<file path="src/verilog/debugPkg.sv">
`default_nettype none

package debugPkg;

	// host command opcodes. code 7 is illegal and decodes as a halt.
	typedef enum logic [2:0] {
		opNone  = 3'd0,
		opStop  = 3'd1,
		opRdReg = 3'd2,
		opRdCc  = 3'd3,
		opRdPc  = 3'd4,
		opRdMem = 3'd5,
		opWrMem = 3'd6
	} debugOp;

	// source of the response word.
	typedef enum logic [1:0] {
		selDin  = 2'd0, // echo of the command data.
		selRegB = 2'd1,
		selMem  = 2'd2
	} dataSel;

	// memory bus action for the current command.
	typedef enum logic [1:0] {
		busNone  = 2'd0,
		busRead  = 2'd1,
		busWrite = 2'd2
	} busSeq;

	// command port sequence.
	typedef enum logic [1:0] {
		stIdle    = 2'd0,
		stExec    = 2'd1,
		stWaitBus = 2'd2,
		stRespond = 2'd3
	} portState;

	localparam logic [1:0] ccRun      = 2'd0; // condition-code select while running.
	localparam logic [2:0] pcNextNext = 3'd0; // plain pc sequencing.

endpackage

`default_nettype wire
</file>
<file path="src/verilog/debugBusSequencer.sv">
`default_nettype none
`timescale 1ns/1ps

module debugBusSequencer import debugPkg::*; #(
	parameter int dataWidth = 16,
	parameter int addrWidth = 16
) (
	input  logic                 clk,
	input  logic                 rstN,

	input  logic                 exec,
	input  busSeq                busAction,
	input  logic                 addrLd,
	input  logic                 addrInc,
	input  logic [dataWidth-1:0] data,
	output logic [dataWidth-1:0] memData,
	output logic                 busDone,

	output logic                 wbCyc,
	output logic                 wbStb,
	output logic                 wbWe,
	output logic [addrWidth-1:0] wbAdr,
	output logic [dataWidth-1:0] wbDatO,
	input  logic [dataWidth-1:0] wbDatI,
	input  logic                 wbAck
);

logic [addrWidth-1:0] addrReg;
logic                 busStart;
logic                 busEnd;

assign busStart = exec && busAction != busNone;
assign busEnd   = wbCyc && wbAck;
assign wbAdr    = addrReg;

always_ff @(posedge clk) begin
	if (!rstN) begin
		addrReg <= '0;
		wbCyc   <= 1'b0;
		wbStb   <= 1'b0;
		wbWe    <= 1'b0;
		busDone <= 1'b0;
	end else begin
		busDone <= busEnd;
		if (busStart) begin
			if (addrLd)
				addrReg <= addrWidth'(data);
			wbCyc <= 1'b1;
			wbStb <= 1'b1;
			wbWe  <= busAction == busWrite;
		end else if (busEnd) begin
			wbCyc <= 1'b0; // cyc and stb drop together.
			wbStb <= 1'b0;
			wbWe  <= 1'b0;
			if (addrInc)
				addrReg <= addrReg + 1'b1;
		end
	end
end

always_ff @(posedge clk) begin
	if (busStart)
		wbDatO <= data;
	if (busEnd && !wbWe)
		memData <= wbDatI;
end

assert property (@(posedge clk) disable iff (!rstN) wbStb |-> wbCyc);

// a cycle waiting for ack keeps its address.
assert property (@(posedge clk) disable iff (!rstN)
	wbCyc && !wbAck |=> wbCyc && $stable(wbAdr));

endmodule

`default_nettype wire

</file>
<file path="src/verilog/debugCommandPort.sv">
`default_nettype none
`timescale 1ns/1ps

module debugCommandPort import debugPkg::*; #(
	parameter int dataWidth = 16
) (
	input  logic                 clk,
	input  logic                 rstN,

	input  logic                 cmdValid,
	input  debugOp               cmdOp,
	input  logic [3:0]           cmdArg,
	input  logic [dataWidth-1:0] cmdData,
	output logic                 cmdReady,

	output logic                 rspValid,
	output logic [dataWidth-1:0] rspData,
	input  logic                 rspReady,

	output debugOp               op,
	output logic [3:0]           arg,
	output logic [dataWidth-1:0] data,
	output logic                 exec,

	input  logic                 regRd,
	input  logic [1:0]           ccSel,
	input  logic [2:0]           pcSel,
	input  logic                 stop,
	input  dataSel               dataSelect,
	input  busSeq                busAction,

	output logic                 regRead,
	output logic [1:0]           ccReg,
	output logic [2:0]           pcNext,
	output logic                 cpuStop,
	input  logic [dataWidth-1:0] regBData,

	input  logic [dataWidth-1:0] memData,
	input  logic                 busDone
);

portState             state;
logic [dataWidth-1:0] rspWord;
logic                 rspLoad;

assign cmdReady = state == stIdle;
assign rspValid = state == stRespond;
assign exec     = state == stExec;

// cpu controls only leave their idle values in the execute cycle.
assign regRead = exec & regRd;
assign ccReg   = exec ? ccSel : ccRun;
assign pcNext  = exec ? pcSel : pcNextNext;

always_comb begin
	case (dataSelect)
		selRegB: rspWord = regBData;
		selMem:  rspWord = memData;
		default: rspWord = data;
	endcase
end

assign rspLoad = (exec && busAction == busNone) || (state == stWaitBus && busDone);

always_ff @(posedge clk) begin
	if (!rstN) begin
		state   <= stIdle;
		op      <= opNone;
		cpuStop <= 1'b0;
	end else begin
		case (state)
			stIdle: begin
				if (cmdValid) begin
					state <= stExec;
					op    <= cmdOp;
				end
			end
			stExec: begin
				cpuStop <= stop;
				state   <= (busAction == busNone) ? stRespond : stWaitBus;
			end
			stWaitBus: if (busDone) state <= stRespond;
			stRespond: if (rspReady) state <= stIdle;
			default:   state <= stIdle;
		endcase
	end
end

always_ff @(posedge clk) begin
	if (cmdValid && cmdReady) begin
		arg  <= cmdArg;
		data <= cmdData;
	end
	if (rspLoad)
		rspData <= rspWord; // held until the host takes it.
end

assert property (@(posedge clk) disable iff (!rstN)
	rspValid && !rspReady |=> rspValid && $stable(rspData));

assert property (@(posedge clk) disable iff (!rstN) !(cmdReady && rspValid));

endmodule

`default_nettype wire

</file>
<file path="src/verilog/debugController.sv">
`default_nettype none
`timescale 1ns/1ps

module debugController import debugPkg::*; #(
	parameter int dataWidth = 16,
	parameter int addrWidth = 16
) (
	input  logic                 clk,
	input  logic                 rstN,

	input  logic                 cmdValid,
	input  debugOp               cmdOp,
	input  logic [3:0]           cmdArg,
	input  logic [dataWidth-1:0] cmdData,
	output logic                 cmdReady,
	output logic                 rspValid,
	output logic [dataWidth-1:0] rspData,
	input  logic                 rspReady,

	output logic                 cpuStop,
	output logic                 regRead,
	output logic [1:0]           ccReg,
	output logic [2:0]           pcNext,
	input  logic [dataWidth-1:0] regBData,

	output logic                 wbCyc,
	output logic                 wbStb,
	output logic                 wbWe,
	output logic [addrWidth-1:0] wbAdr,
	output logic [dataWidth-1:0] wbDatO,
	input  logic [dataWidth-1:0] wbDatI,
	input  logic                 wbAck
);

debugOp               op;
logic [3:0]           arg;
logic [dataWidth-1:0] data;
logic                 exec;
logic                 addrInc;
logic                 addrLd;
dataSel               dataSelect;
busSeq                busAction;
logic                 regRd;
logic [1:0]           ccSel;
logic [2:0]           pcSel;
logic                 stop;
logic [dataWidth-1:0] memData;
logic                 busDone;

debugDecoder decoder (
	.op(op),
	.arg(arg),
	.addrInc(addrInc),
	.addrLd(addrLd),
	.dataSelect(dataSelect),
	.busAction(busAction),
	.regRd(regRd),
	.ccSel(ccSel),
	.pcSel(pcSel),
	.stop(stop)
);

debugCommandPort #(.dataWidth(dataWidth)) commandPort (
	.clk(clk),
	.rstN(rstN),
	.cmdValid(cmdValid),
	.cmdOp(cmdOp),
	.cmdArg(cmdArg),
	.cmdData(cmdData),
	.cmdReady(cmdReady),
	.rspValid(rspValid),
	.rspData(rspData),
	.rspReady(rspReady),
	.op(op),
	.arg(arg),
	.data(data),
	.exec(exec),
	.regRd(regRd),
	.ccSel(ccSel),
	.pcSel(pcSel),
	.stop(stop),
	.dataSelect(dataSelect),
	.busAction(busAction),
	.regRead(regRead),
	.ccReg(ccReg),
	.pcNext(pcNext),
	.cpuStop(cpuStop),
	.regBData(regBData),
	.memData(memData),
	.busDone(busDone)
);

debugBusSequencer #(.dataWidth(dataWidth), .addrWidth(addrWidth)) busSequencer (
	.clk(clk),
	.rstN(rstN),
	.exec(exec),
	.busAction(busAction),
	.addrLd(addrLd),
	.addrInc(addrInc),
	.data(data),
	.memData(memData),
	.busDone(busDone),
	.wbCyc(wbCyc),
	.wbStb(wbStb),
	.wbWe(wbWe),
	.wbAdr(wbAdr),
	.wbDatO(wbDatO),
	.wbDatI(wbDatI),
	.wbAck(wbAck)
);

endmodule

`default_nettype wire

</file>
<file path="src/verilog/debugDecoder.sv">
`default_nettype none
`timescale 1ns/1ps

module debugDecoder import debugPkg::*; (
	input  debugOp      op,
	input  logic [3:0]  arg,

	output logic        addrInc,
	output logic        addrLd,
	output dataSel      dataSelect,
	output busSeq       busAction,
	output logic        regRd,
	output logic [1:0]  ccSel,
	output logic [2:0]  pcSel,
	output logic        stop
);

always_comb begin
	// quiet defaults, every case below only overrides.
	addrInc    = 1'b0;
	addrLd     = 1'b0;
	dataSelect = selDin;
	busAction  = busNone;
	regRd      = 1'b0;
	ccSel      = ccRun;
	pcSel      = pcNextNext;
	stop       = 1'b1;

	case (op)
		opNone: begin
			stop = 1'b0; // the only op that lets the cpu run.
		end

		opStop: begin
			stop = 1'b1;
		end

		opRdReg: begin
			regRd      = 1'b1;
			dataSelect = selRegB;
		end

		opRdCc: begin
			ccSel = arg[1:0];
		end

		opRdPc: begin
			pcSel = arg[2:0];
		end

		opRdMem: begin
			busAction  = busRead;
			addrInc    = 1'b1;
			addrLd     = arg[0]; // load address from command data.
			dataSelect = selMem;
		end

		opWrMem: begin
			busAction = busWrite;
			addrInc   = 1'b1;
			addrLd    = arg[0];
		end

		default: begin
			stop = 1'b1; // illegal code halts too.
		end
	endcase
end

endmodule

`default_nettype wire

</file>
<file path="config.mk">
export PLATFORM = sky130hd
export DESIGN_NAME = debugController
export DESIGN_NICKNAME = d
export VERILOG_FILES = /design/src/verilog/debugPkg.sv /design/src/verilog/debugBusSequencer.sv /design/src/verilog/debugCommandPort.sv /design/src/verilog/debugController.sv /design/src/verilog/debugDecoder.sv
export SDC_FILE = /design/constraint.sdc
export NUM_CORES = 1
export LEC_CHECK = 0
export ABC_AREA = 1
export ABC_CLOCK_PERIOD_IN_PS = 4780
export BUFFER_PORTS_ARGS = -buffer_cell sky130_fd_sc_hd__buf_2
export CAP_MARGIN = 20
export CORE_UTILIZATION = 52
export CTS_CLUSTER_DIAMETER = 80
export CTS_CLUSTER_SIZE = 16
export DETAILED_ROUTE_END_ITERATION = 8
export PLACE_DENSITY = 0.84
export SLEW_MARGIN = 40
export SYNTH_ARGS = -nofsm -noshare
export SYNTH_HDL_FRONTEND = slang
export SYNTH_SLANG_ARGS = --single-unit
</file>
<file path="constraint.sdc">
create_clock -name clk -period 4.78 [get_ports clk]
set_input_delay 0.717 -clock clk [delete_from_list [all_inputs] [get_ports clk]]
set_output_delay 0.717 -clock clk [all_outputs]
set_load 0.02 [all_outputs]
</file>
==> results of run 1 <==
-- registers in the layout, summed over array words and instances, names as in the netlist --
name	flops
busSequencer.wbCyc	1
busSequencer.memData	16
commandPort.data	16
commandPort.cpuStop	1
busSequencer.busDone	1
busSequencer.wbDatO	16
commandPort.state	2
commandPort.arg	3
commandPort.op	3
commandPort.rspData	16
busSequencer.wbAdr	16
busSequencer.wbWe	1
-- worst max-delay path: stages (launching register included) --
cell and delay [ns]:
dfxtp_1 0.36, inv_1 0.12, ha_1 0.51, inv_1 0.35
nor4_1 0.31, buf_2 0.21
-- layer usage --
metal,GRT usage,vias up
li1,-,1525
met1,0.2877,1499
met2,0.4053,148
met3,0.05640,14
met4,0.07392,0
met5,0,-
-- logic make-up after synthesis --
kind of cell,Yosys count
and+or+nand+nor,162
AOI/OAI and AO/OA,64
buffers and inverters,54
adders and majority gates,6
xor gates and xnor gates,5
DFF,92
-- worst max path at each step --
| stage | from | endpoint | depth (start not counted) |
|---|---|---|---|
| floorplan | commandPort.state[1] | commandPort.rspData[0] | 6 |
| global placement | commandPort.state[1] | regRead | 5 |
| detailed placement | commandPort.state[1] | regRead | 5 |
| CTS | commandPort.state[1] | regRead | 5 |
| global route | commandPort.state[1] | regRead | 5 |
| finish | commandPort.state[1] | regRead | 5 |
-- per-stage QoR --
| step | cell area, um2 | total power, mW | hold slack (ns) |
|---|---|---|---|
| global route | 4908 | 2.192 | 0.5026 |
| floorplan | 4090 | 1.409 | 0.4422 |
| detailed placement | 4692 | 1.556 | 0.4868 |
| CTS | 4908 | 2.104 | 0.5087 |
| global placement | 4692 | 1.528 | 0.4845 |
| finish | 4908 | 2.097 | 0.5033 |
-- power breakdown --
part           switching [mW]  internal (mW)
clock                   0.303          0.256
sequential             0.0661          0.997
combinational           0.332          0.142
-- placed cells by master (no fill, tap or decap), types with 3 or more instances in the layout --
cell type    n
buf_2      118
nand2_1     91
edfxtp_1    67
nor2_1      35
inv_1       34
dfxtp_1     25
a21oi_1     18
nand3_1     17
a22oi_1     16
o21ai_0     12
clkbuf_8     9
ha_1         6
inv_2        5
nand3_2      5
o21ai_2      4
inv_6        4
xnor2_1      4
o211ai_2     4
o21ai_1      3
nand4_1      3
a21oi_2      3
-- cell type report --
type	instances	share of cell area
clock buffer	9	0.02524
clock inverter	7	0.01886
inverter	40	0.03161
multi-input combinational	237	0.2638
sequential	92	0.5119
tap	99	0.02524
timing repair buffer	120	0.1234
==> impl_metrics.tcl, run 1 <==
set metrics [dict create \
    outcome "complete, no violations" \
    seqCellArea_um2 2512 \
    synth_warnings 0 \
    synth_compound_area_frac 0.1055 \
    dp_hpwl_mm 6.898 \
    p_leak_nw 2.126 \
    seq_area_frac_synth 0.6143 \
    cts_tree "done" \
    worstPathArrival_ns 2.22 \
    wl_per_cell_um 15.46 \
    rsz0062_at_grt "false" \
    hold_class "reg -> reg" \
    worstPathMaxFanout 13 \
    wl_met1_mm 3.734 \
    yosys.area_share.simple 0.1820 \
    drive_gt1_frac 0.3307 \
    die_area_um2 8225 \
    post_cts_buffers 0 \
    min_period_ns 2.936 \
    vias 3186 \
    startpoint_type "flop" \
    grt_max_degree 23 \
    cts_htree_levels 3 \
    yosysMostFrequentCell "nand2_1" \
    maxSlewHeadroom 0.4716 \
    finClkSkew_ns 0.01244 \
    syn-cell-area_um2 4090 \
    max_cap_violations 0 \
    grt_pass1_vias 3050 \
    numCtsBuffers 9 \
    synth_cells 383 \
    ys_ff_latch 92 \
    fmax_mhz 340.6 \
    die_w_um 90.69 \
    cts_sinks 92 \
    grt_antenna_before_repair 0 \
    gp_congestion 0.8592 \
    utilization 0.6626 \
    synthTopCellsByCount "nand2_1, edfxtp_1, nor2_1" \
    start_util 0.5521 \
    final-setup-viol-count 0 \
    globalRouteOverflowTotal 0 \
    ant_nets 0 \
    syn_nets 449 \
    netlist.area_leader.share 0.4919 \
    power.density_nw_per_um2 427.3 \
    fillers 597 \
    final_nets 566 \
    synthAdderAreaFrac 0.01835 \
    muxShareOfSynthArea 0 \
    cts_buffer_depth 2 \
    synthXorXnorAreaFrac 0.01071 \
    max_slew.worst_pin.slew_ns 0.7900 \
    min_to "busSequencer.wbDatO[9]" \
    reg2regPathDepth 8 \
    postSynth.asyncResetShare 0 \
    hp-start "commandPort.data[9]" \
    fin_tns_setup_ns 0 \
    grt_pass1_wl_mm 14.77 \
    dp_cells 588 \
    setup_slack_ns 1.844 \
    wl_met2_mm 4.702 \
    wl_met3_um 760 \
    core_um2 7408 \
    regToRegSetupSlack_ns 2.62 \
    wirelength_mm 9.337 \
    yosys.cell_types.count 37 \
    hold_violations 0 \
    cts.hold.buffers_added 0 \
    io_pins 120 \
    period_share 0.6143 \
    vias_per_cell 5.275 \
    top_layer "met4" \
    ctsResizeCount 0 \
    synth.avg_cell_area_um2 10.68 \
    std_cell_rows 31 \
    multiInputGateArea_um2 1295 \
    ys.flop_type "edfxtp_1" \
    reg2reg_to "busSequencer.wbAdr[4]" \
    fp.dieH_um 90.69 \
    final_cell_count_no_fill 604 \
    antenna_cells 0 \
    drt_iter0_markers 208 \
    drt_pass1_iterations 5 \
    rr_startpoint "commandPort.state[1]" \
    grt_usage 0.2342 \
    yosys.area.top_type "edfxtp_1" \
    crit_required_ns 4.06 \
    worst_setup_path_end_kind "primary output" \
    setup.worst_path.class "reg -> out" \
    synth_top_family_by_area "simple AND/OR/NAND/NOR gates" \
    vdd_drop_max_v 0.0002735 \
    drcViolationCount 0 \
    synthTopCellsByArea "edfxtp_1, dfxtp_1, nand2_1" \
    placement.io_buffers 118 \
    pre_cts_slack_ns 2.227 \
    drv_slew 0 \
    hold_depth 0 \
    cts_root_buf "clkbuf_8" \
    synth_edf_count 67 \
    clk_latency_ns 0.36 \
    path_clk_slew_ns 0.10 \
    syn_to_final_growth_pct 20.01 \
]
Power figures use the tool's default switching activity.
==> inputs of run 2 (changes only) <==
--- a/config.mk
+++ b/config.mk
@@ -6,14 +6,14 @@
 export NUM_CORES = 1
 export LEC_CHECK = 0
 export ABC_AREA = 1
-export ABC_CLOCK_PERIOD_IN_PS = 4780
+export ABC_CLOCK_PERIOD_IN_PS = 2500
 export BUFFER_PORTS_ARGS = -buffer_cell sky130_fd_sc_hd__buf_2
 export CAP_MARGIN = 20
-export CORE_UTILIZATION = 52
+export CORE_UTILIZATION = 47
 export CTS_CLUSTER_DIAMETER = 80
 export CTS_CLUSTER_SIZE = 16
 export DETAILED_ROUTE_END_ITERATION = 8
-export PLACE_DENSITY = 0.84
+export PLACE_DENSITY = 0.8
 export SLEW_MARGIN = 40
 export SYNTH_ARGS = -nofsm -noshare
 export SYNTH_HDL_FRONTEND = slang
==> constraint.sdc (replaced) <==
create_clock -name clk -period 2.5 [get_ports clk]
set_input_delay 0.375 -clock clk [delete_from_list [all_inputs] [get_ports clk]]
set_output_delay 0.375 -clock clk [all_outputs]
set_load 0.02 [all_outputs]
==> impl_metrics.tcl, run 2 (synthesis gave the netlist of run 1 again) <==
set metrics [dict create \
    crit_required_ns 2.12 \
    p_leak_nw 2.131 \
    vdd_drop_max_v 0.0006016 \
    post_cts_buffers 0 \
    hold_slack_ns 0.1889 \
    final-setup-viol-count 0 \
    syn_to_final_growth_pct 20.68 \
    utilization 0.5948 \
    setup.worst_path.class "reg -> out" \
    antenna_cells 0 \
    final_cell_mix "buf_2, nand2_1, edfxtp_1" \
    final_nets 567 \
    final_cell_count_no_fill 611 \
    start_util 0.4928 \
    cp_top_family "buffers and inverters" \
    mostFrequentLayoutCell "buf_2" \
    fin_tns_setup_ns 0 \
    hold_class "in -> reg" \
    cts_buffer_depth 2 \
    drcViolationCount 0 \
    cts_htree_levels 3 \
    fmax_mhz 435.2 \
    globalRouteOverflowTotal 0 \
    cp.buffers_inverters 3 \
    wl_per_cell_um 14.75 \
    numCtsBuffers 9 \
    max_cap_violations 0 \
    die_w_um 95.29 \
    worstPathMaxFanout 13 \
    max_slew.worst_pin.slew_ns 0.7452 \
    cts_tree "done" \
    wirelength_mm 9.011 \
    crit_top_cell "inv_1" \
    finClkSkew_ns 0.006463 \
    cp_slowest_cell "dfxtp_1" \
    grt_antenna_before_repair 0 \
    vias_per_cell 5.101 \
    worst_setup_path_end_kind "primary output" \
    worstPathArrival_ns 1.92 \
    path_clk_slew_ns 0.09 \
    rsz0062_at_grt "false" \
    hold_violations 0 \
    grt_usage 0.2104 \
    vias 3117 \
    fp.dieH_um 95.29 \
    dp_cells 595 \
    p_total_mw 4.045 \
    outcome "complete, no violations" \
    drt_iter0_markers 177 \
    clk_latency_ns 0.35 \
    maxSlewHeadroom 0.5016 \
    grt_pass1_vias 2905 \
    period_share 0.9192 \
    cp_cell_sequence "inv_1 > ha_2 > inv_1 > nor4_1 > buf_2" \
    fillers 707 \
    critical-path-max-stage-delay_ns 0.35 \
    ant_nets 0 \
    cts.hold.buffers_added 0 \
    drv_slew 0 \
    min_period_ns 2.298 \
    die_area_um2 9079 \
    std_cell_rows 33 \
    drive_gt1_frac 0.3320 \
    placement.io_buffers 118 \
    startpoint_type "flop" \
    power.density_nw_per_um2 819.5 \
    grt_pass1_wl_mm 14.11 \
    cts_sinks 92 \
    drt_pass1_iterations 4 \
    gp_congestion 0.8914 \
    grt_max_degree 23 \
    core_um2 8299 \
    io_pins 120 \
    cts_root_buf "clkbuf_8" \
    dp_hpwl_mm 6.607 \
]
==> run 2: per-layer routing <==
layer	routed length, um	up-vias	track usage
met1	3742	1450	0.2516
met3	717	7	0.06140
met4	74	0	0.04040
li1	-	1539	-
met5	0	-	0
met2	4476	121	0.3756
==> run 2: where the power goes <==
part	internal [mW]	switching, mW
combinational	0.281	0.620
clock	0.596	0.515
sequential	1.91	0.127
total	2.78	1.26
==> run 2: worst paths after layout <==
path,from,to,slack [ns],depth (start not counted)
worst max-delay path,commandPort.state[1],regRead,0.20,5
worst min-delay path,wbDatI[14],busSequencer.memData[14],0.19,1
worst max register to register,commandPort.state[1],busSequencer.wbAdr[4],0.61,8
worst min register to register,busSequencer.wbAdr[15],busSequencer.wbAdr[15],0.50,2
==> run 2: metrics by stage <==
step | area, um2 | worst slack [ns]
6_report | 4936 | 0.2021
5_1_grt | 4936 | 0.02867
4_1_cts | 4933 | 0.02486
3_5_place_dp | 4707 | 0.4345
3_3_place_gp | 4707 | 0.4439
2_1_floorplan | 4090 | 0.3617
==> run 2: area by class of cell <==
type	count	area [um2]	area share
sequential	92	2512	0.5090
multi-input combinational	237	1297	0.2629
timing repair buffer	121	613.1	0.1242
inverter	40	155.1	0.03143
clock buffer	11	141.4	0.02864
tap	105	131.4	0.02662
clock inverter	5	85.08	0.01724
==> run 2: timing repair <==
action / in CTS / in global routing
endpoints found under the hold margin: 0 / 0
setup endpoints to repair: 0 / 2
resized for setup: 0 / 1
==> inputs of run 3 (changes only) <==
--- a/config.mk
+++ b/config.mk
@@ -14,6 +14,7 @@
 export CTS_CLUSTER_SIZE = 16
 export DETAILED_ROUTE_END_ITERATION = 8
 export PLACE_DENSITY = 0.8
+export RECOVER_POWER = 25
 export SLEW_MARGIN = 40
 export SYNTH_ARGS = -nofsm -noshare
 export SYNTH_HDL_FRONTEND = slang
==> impl_metrics.tcl, run 3 (synthesis gave the netlist of run 1 again) <==
set metrics [dict create \
    core_um2 8299 \
    cts_root_buf "clkbuf_8" \
    gp_congestion 0.8914 \
    fp.dieH_um 95.29 \
    regToRegSetupSlack_ns 0.59 \
    dpl_cell_area_um2 4707 \
    vdd_drop_max_v 0.0006016 \
    p_leak_nw 2.125 \
    final-setup-viol-count 0 \
    placement.io_buffers 118 \
    grt_antenna_before_repair 0 \
    cts_buffer_depth 2 \
    fin_tns_setup_ns 0 \
    period_share 0.9192 \
    cts_htree_levels 3 \
    drt_iter0_markers 177 \
    drv_slew 0 \
    crit_required_ns 2.12 \
    drcViolationCount 0 \
    power.density_nw_per_um2 819.7 \
    rsz0062_at_grt "false" \
    max_slew.worst_pin.slew_ns 0.7511 \
    grt_max_degree 23 \
    final_nets 567 \
    worst_setup_path_end_kind "primary output" \
    worstPathArrival_ns 1.92 \
    crit_top_cell "inv_1" \
    outcome "complete, no violations" \
    start_util 0.4928 \
    clk_latency_ns 0.35 \
    maxSlewHeadroom 0.4993 \
    hp-start "wbDatI[14]" \
    ant_nets 0 \
    fillers 709 \
    cts_tree "done" \
    grt_pass1_wl_mm 14.11 \
    cp_slowest_cell "dfxtp_1" \
    io_pins 120 \
    post-route-cell-area_um2 4933 \
    hold_slack_ns 0.1889 \
    cp_cell_sequence "inv_1 > ha_2 > inv_1 > nor4_1 > buf_2" \
    startpoint_type "flop" \
    setup.worst_path.class "reg -> out" \
    max_cap_violations 0 \
    finClkSkew_ns 0.006463 \
    antenna_cells 0 \
    vias_per_cell 5.101 \
    critical-path-max-stage-delay_ns 0.35 \
    grt_pass1_vias 2905 \
    dp_hpwl_mm 6.607 \
    min_to "busSequencer.memData[14]" \
    min_period_ns 2.298 \
    post_cts_buffers 0 \
    syn_to_final_growth_pct 20.62 \
    wirelength_mm 9.014 \
    numCtsBuffers 9 \
    std_cell_rows 33 \
    mostFrequentLayoutCell "buf_2" \
    cts_sinks 92 \
    hold_depth 1 \
    drive_gt1_frac 0.3281 \
    grt_usage 0.2104 \
    hold_class "in -> reg" \
    final_cell_mix "buf_2, nand2_1, edfxtp_1" \
    vias 3117 \
    reg2reg_to "busSequencer.wbAdr[4]" \
    fmax_mhz 435.2 \
    wl_per_cell_um 14.75 \
    globalRouteOverflowTotal 0 \
    reg2regPathDepth 8 \
    drt_pass1_iterations 4 \
    worstPathMaxFanout 13 \
    die_w_um 95.29 \
    die_area_um2 9079 \
    rr_startpoint "commandPort.state[1]" \
    pre_cts_slack_ns 0.4345 \
    setup_slack_ns 0.2021 \
    path_clk_slew_ns 0.09 \
    hold_violations 0 \
]
## run 3: cell types whose count changed in the layout (fill, tap and decap cells not counted), sizes merged
| cell | previous run | this run |
|---|---|---|
| buf | 121 | 119 |
| clkbuf | 11 | 13 |
## run 3: how the worst max path moves through the flow
stage / endpoint / start / cells past startpoint
final: regRead / commandPort.state[1] / 5
after global routing: regRead / commandPort.state[1] / 5
after CTS: regRead / commandPort.state[1] / 5
after detailed placement: regRead / commandPort.state[1] / 5
after global placement: regRead / commandPort.state[1] / 5
after floorplan: commandPort.rspData[0] / commandPort.state[1] / 6
## run 3: metal layers
| metal | global-route usage | routed length, um |
|---|---|---|
| met3 | 0.06140 | 718 |
| met2 | 0.3756 | 4476 |
| met5 | 0 | 0 |
| met4 | 0.04040 | 74 |
| met1 | 0.2516 | 3745 |
## run 3: timing repair
| action | 4_1_cts | 5_1_grt |
|---|---|---|
| hold buffers | 0 | 0 |
| resized for setup | 0 | 1 |
| endpoints found under the setup margin | 0 | 2 |
## run 3: cell type report
| class | count | area, um2 | share of cell area |
|---|---|---|---|
| Clock buffer | 11 | 141.4 | 0.02866 |
| Clock inverter | 5 | 85.08 | 0.01725 |
| Inverter | 40 | 155.1 | 0.03145 |
| Multi-Input combinational cell | 237 | 1297 | 0.2630 |
| Sequential cell | 92 | 2512 | 0.5093 |
| Tap cell | 105 | 131.4 | 0.02663 |
| Timing Repair Buffer | 121 | 610.6 | 0.1238 |
## run 3: stage by stage
stage	total power, mW	util	std cells
floorplan	2.693	-	383
global placement	2.931	0.5672	595
detailed placement	2.969	0.5672	595
CTS	4.070	0.5945	611
global route	4.235	0.5945	611
finish	4.044	0.5945	611
## run 3: critical path: cells and delay by family (launching register included)
kind	cells	cell delay [ns]
buffers and inverters	3	0.60
flip-flops	1	0.35
adder cells (fa/ha/maj)	1	0.35
AND/OR/NAND/NOR	1	0.27
## run 3: power by group
| group | switching [mW] | internal, mW |
|---|---|---|
| registers | 0.127 | 1.91 |
| clock network | 0.515 | 0.596 |
| logic | 0.620 | 0.280 |
| total | 1.26 | 2.78 |
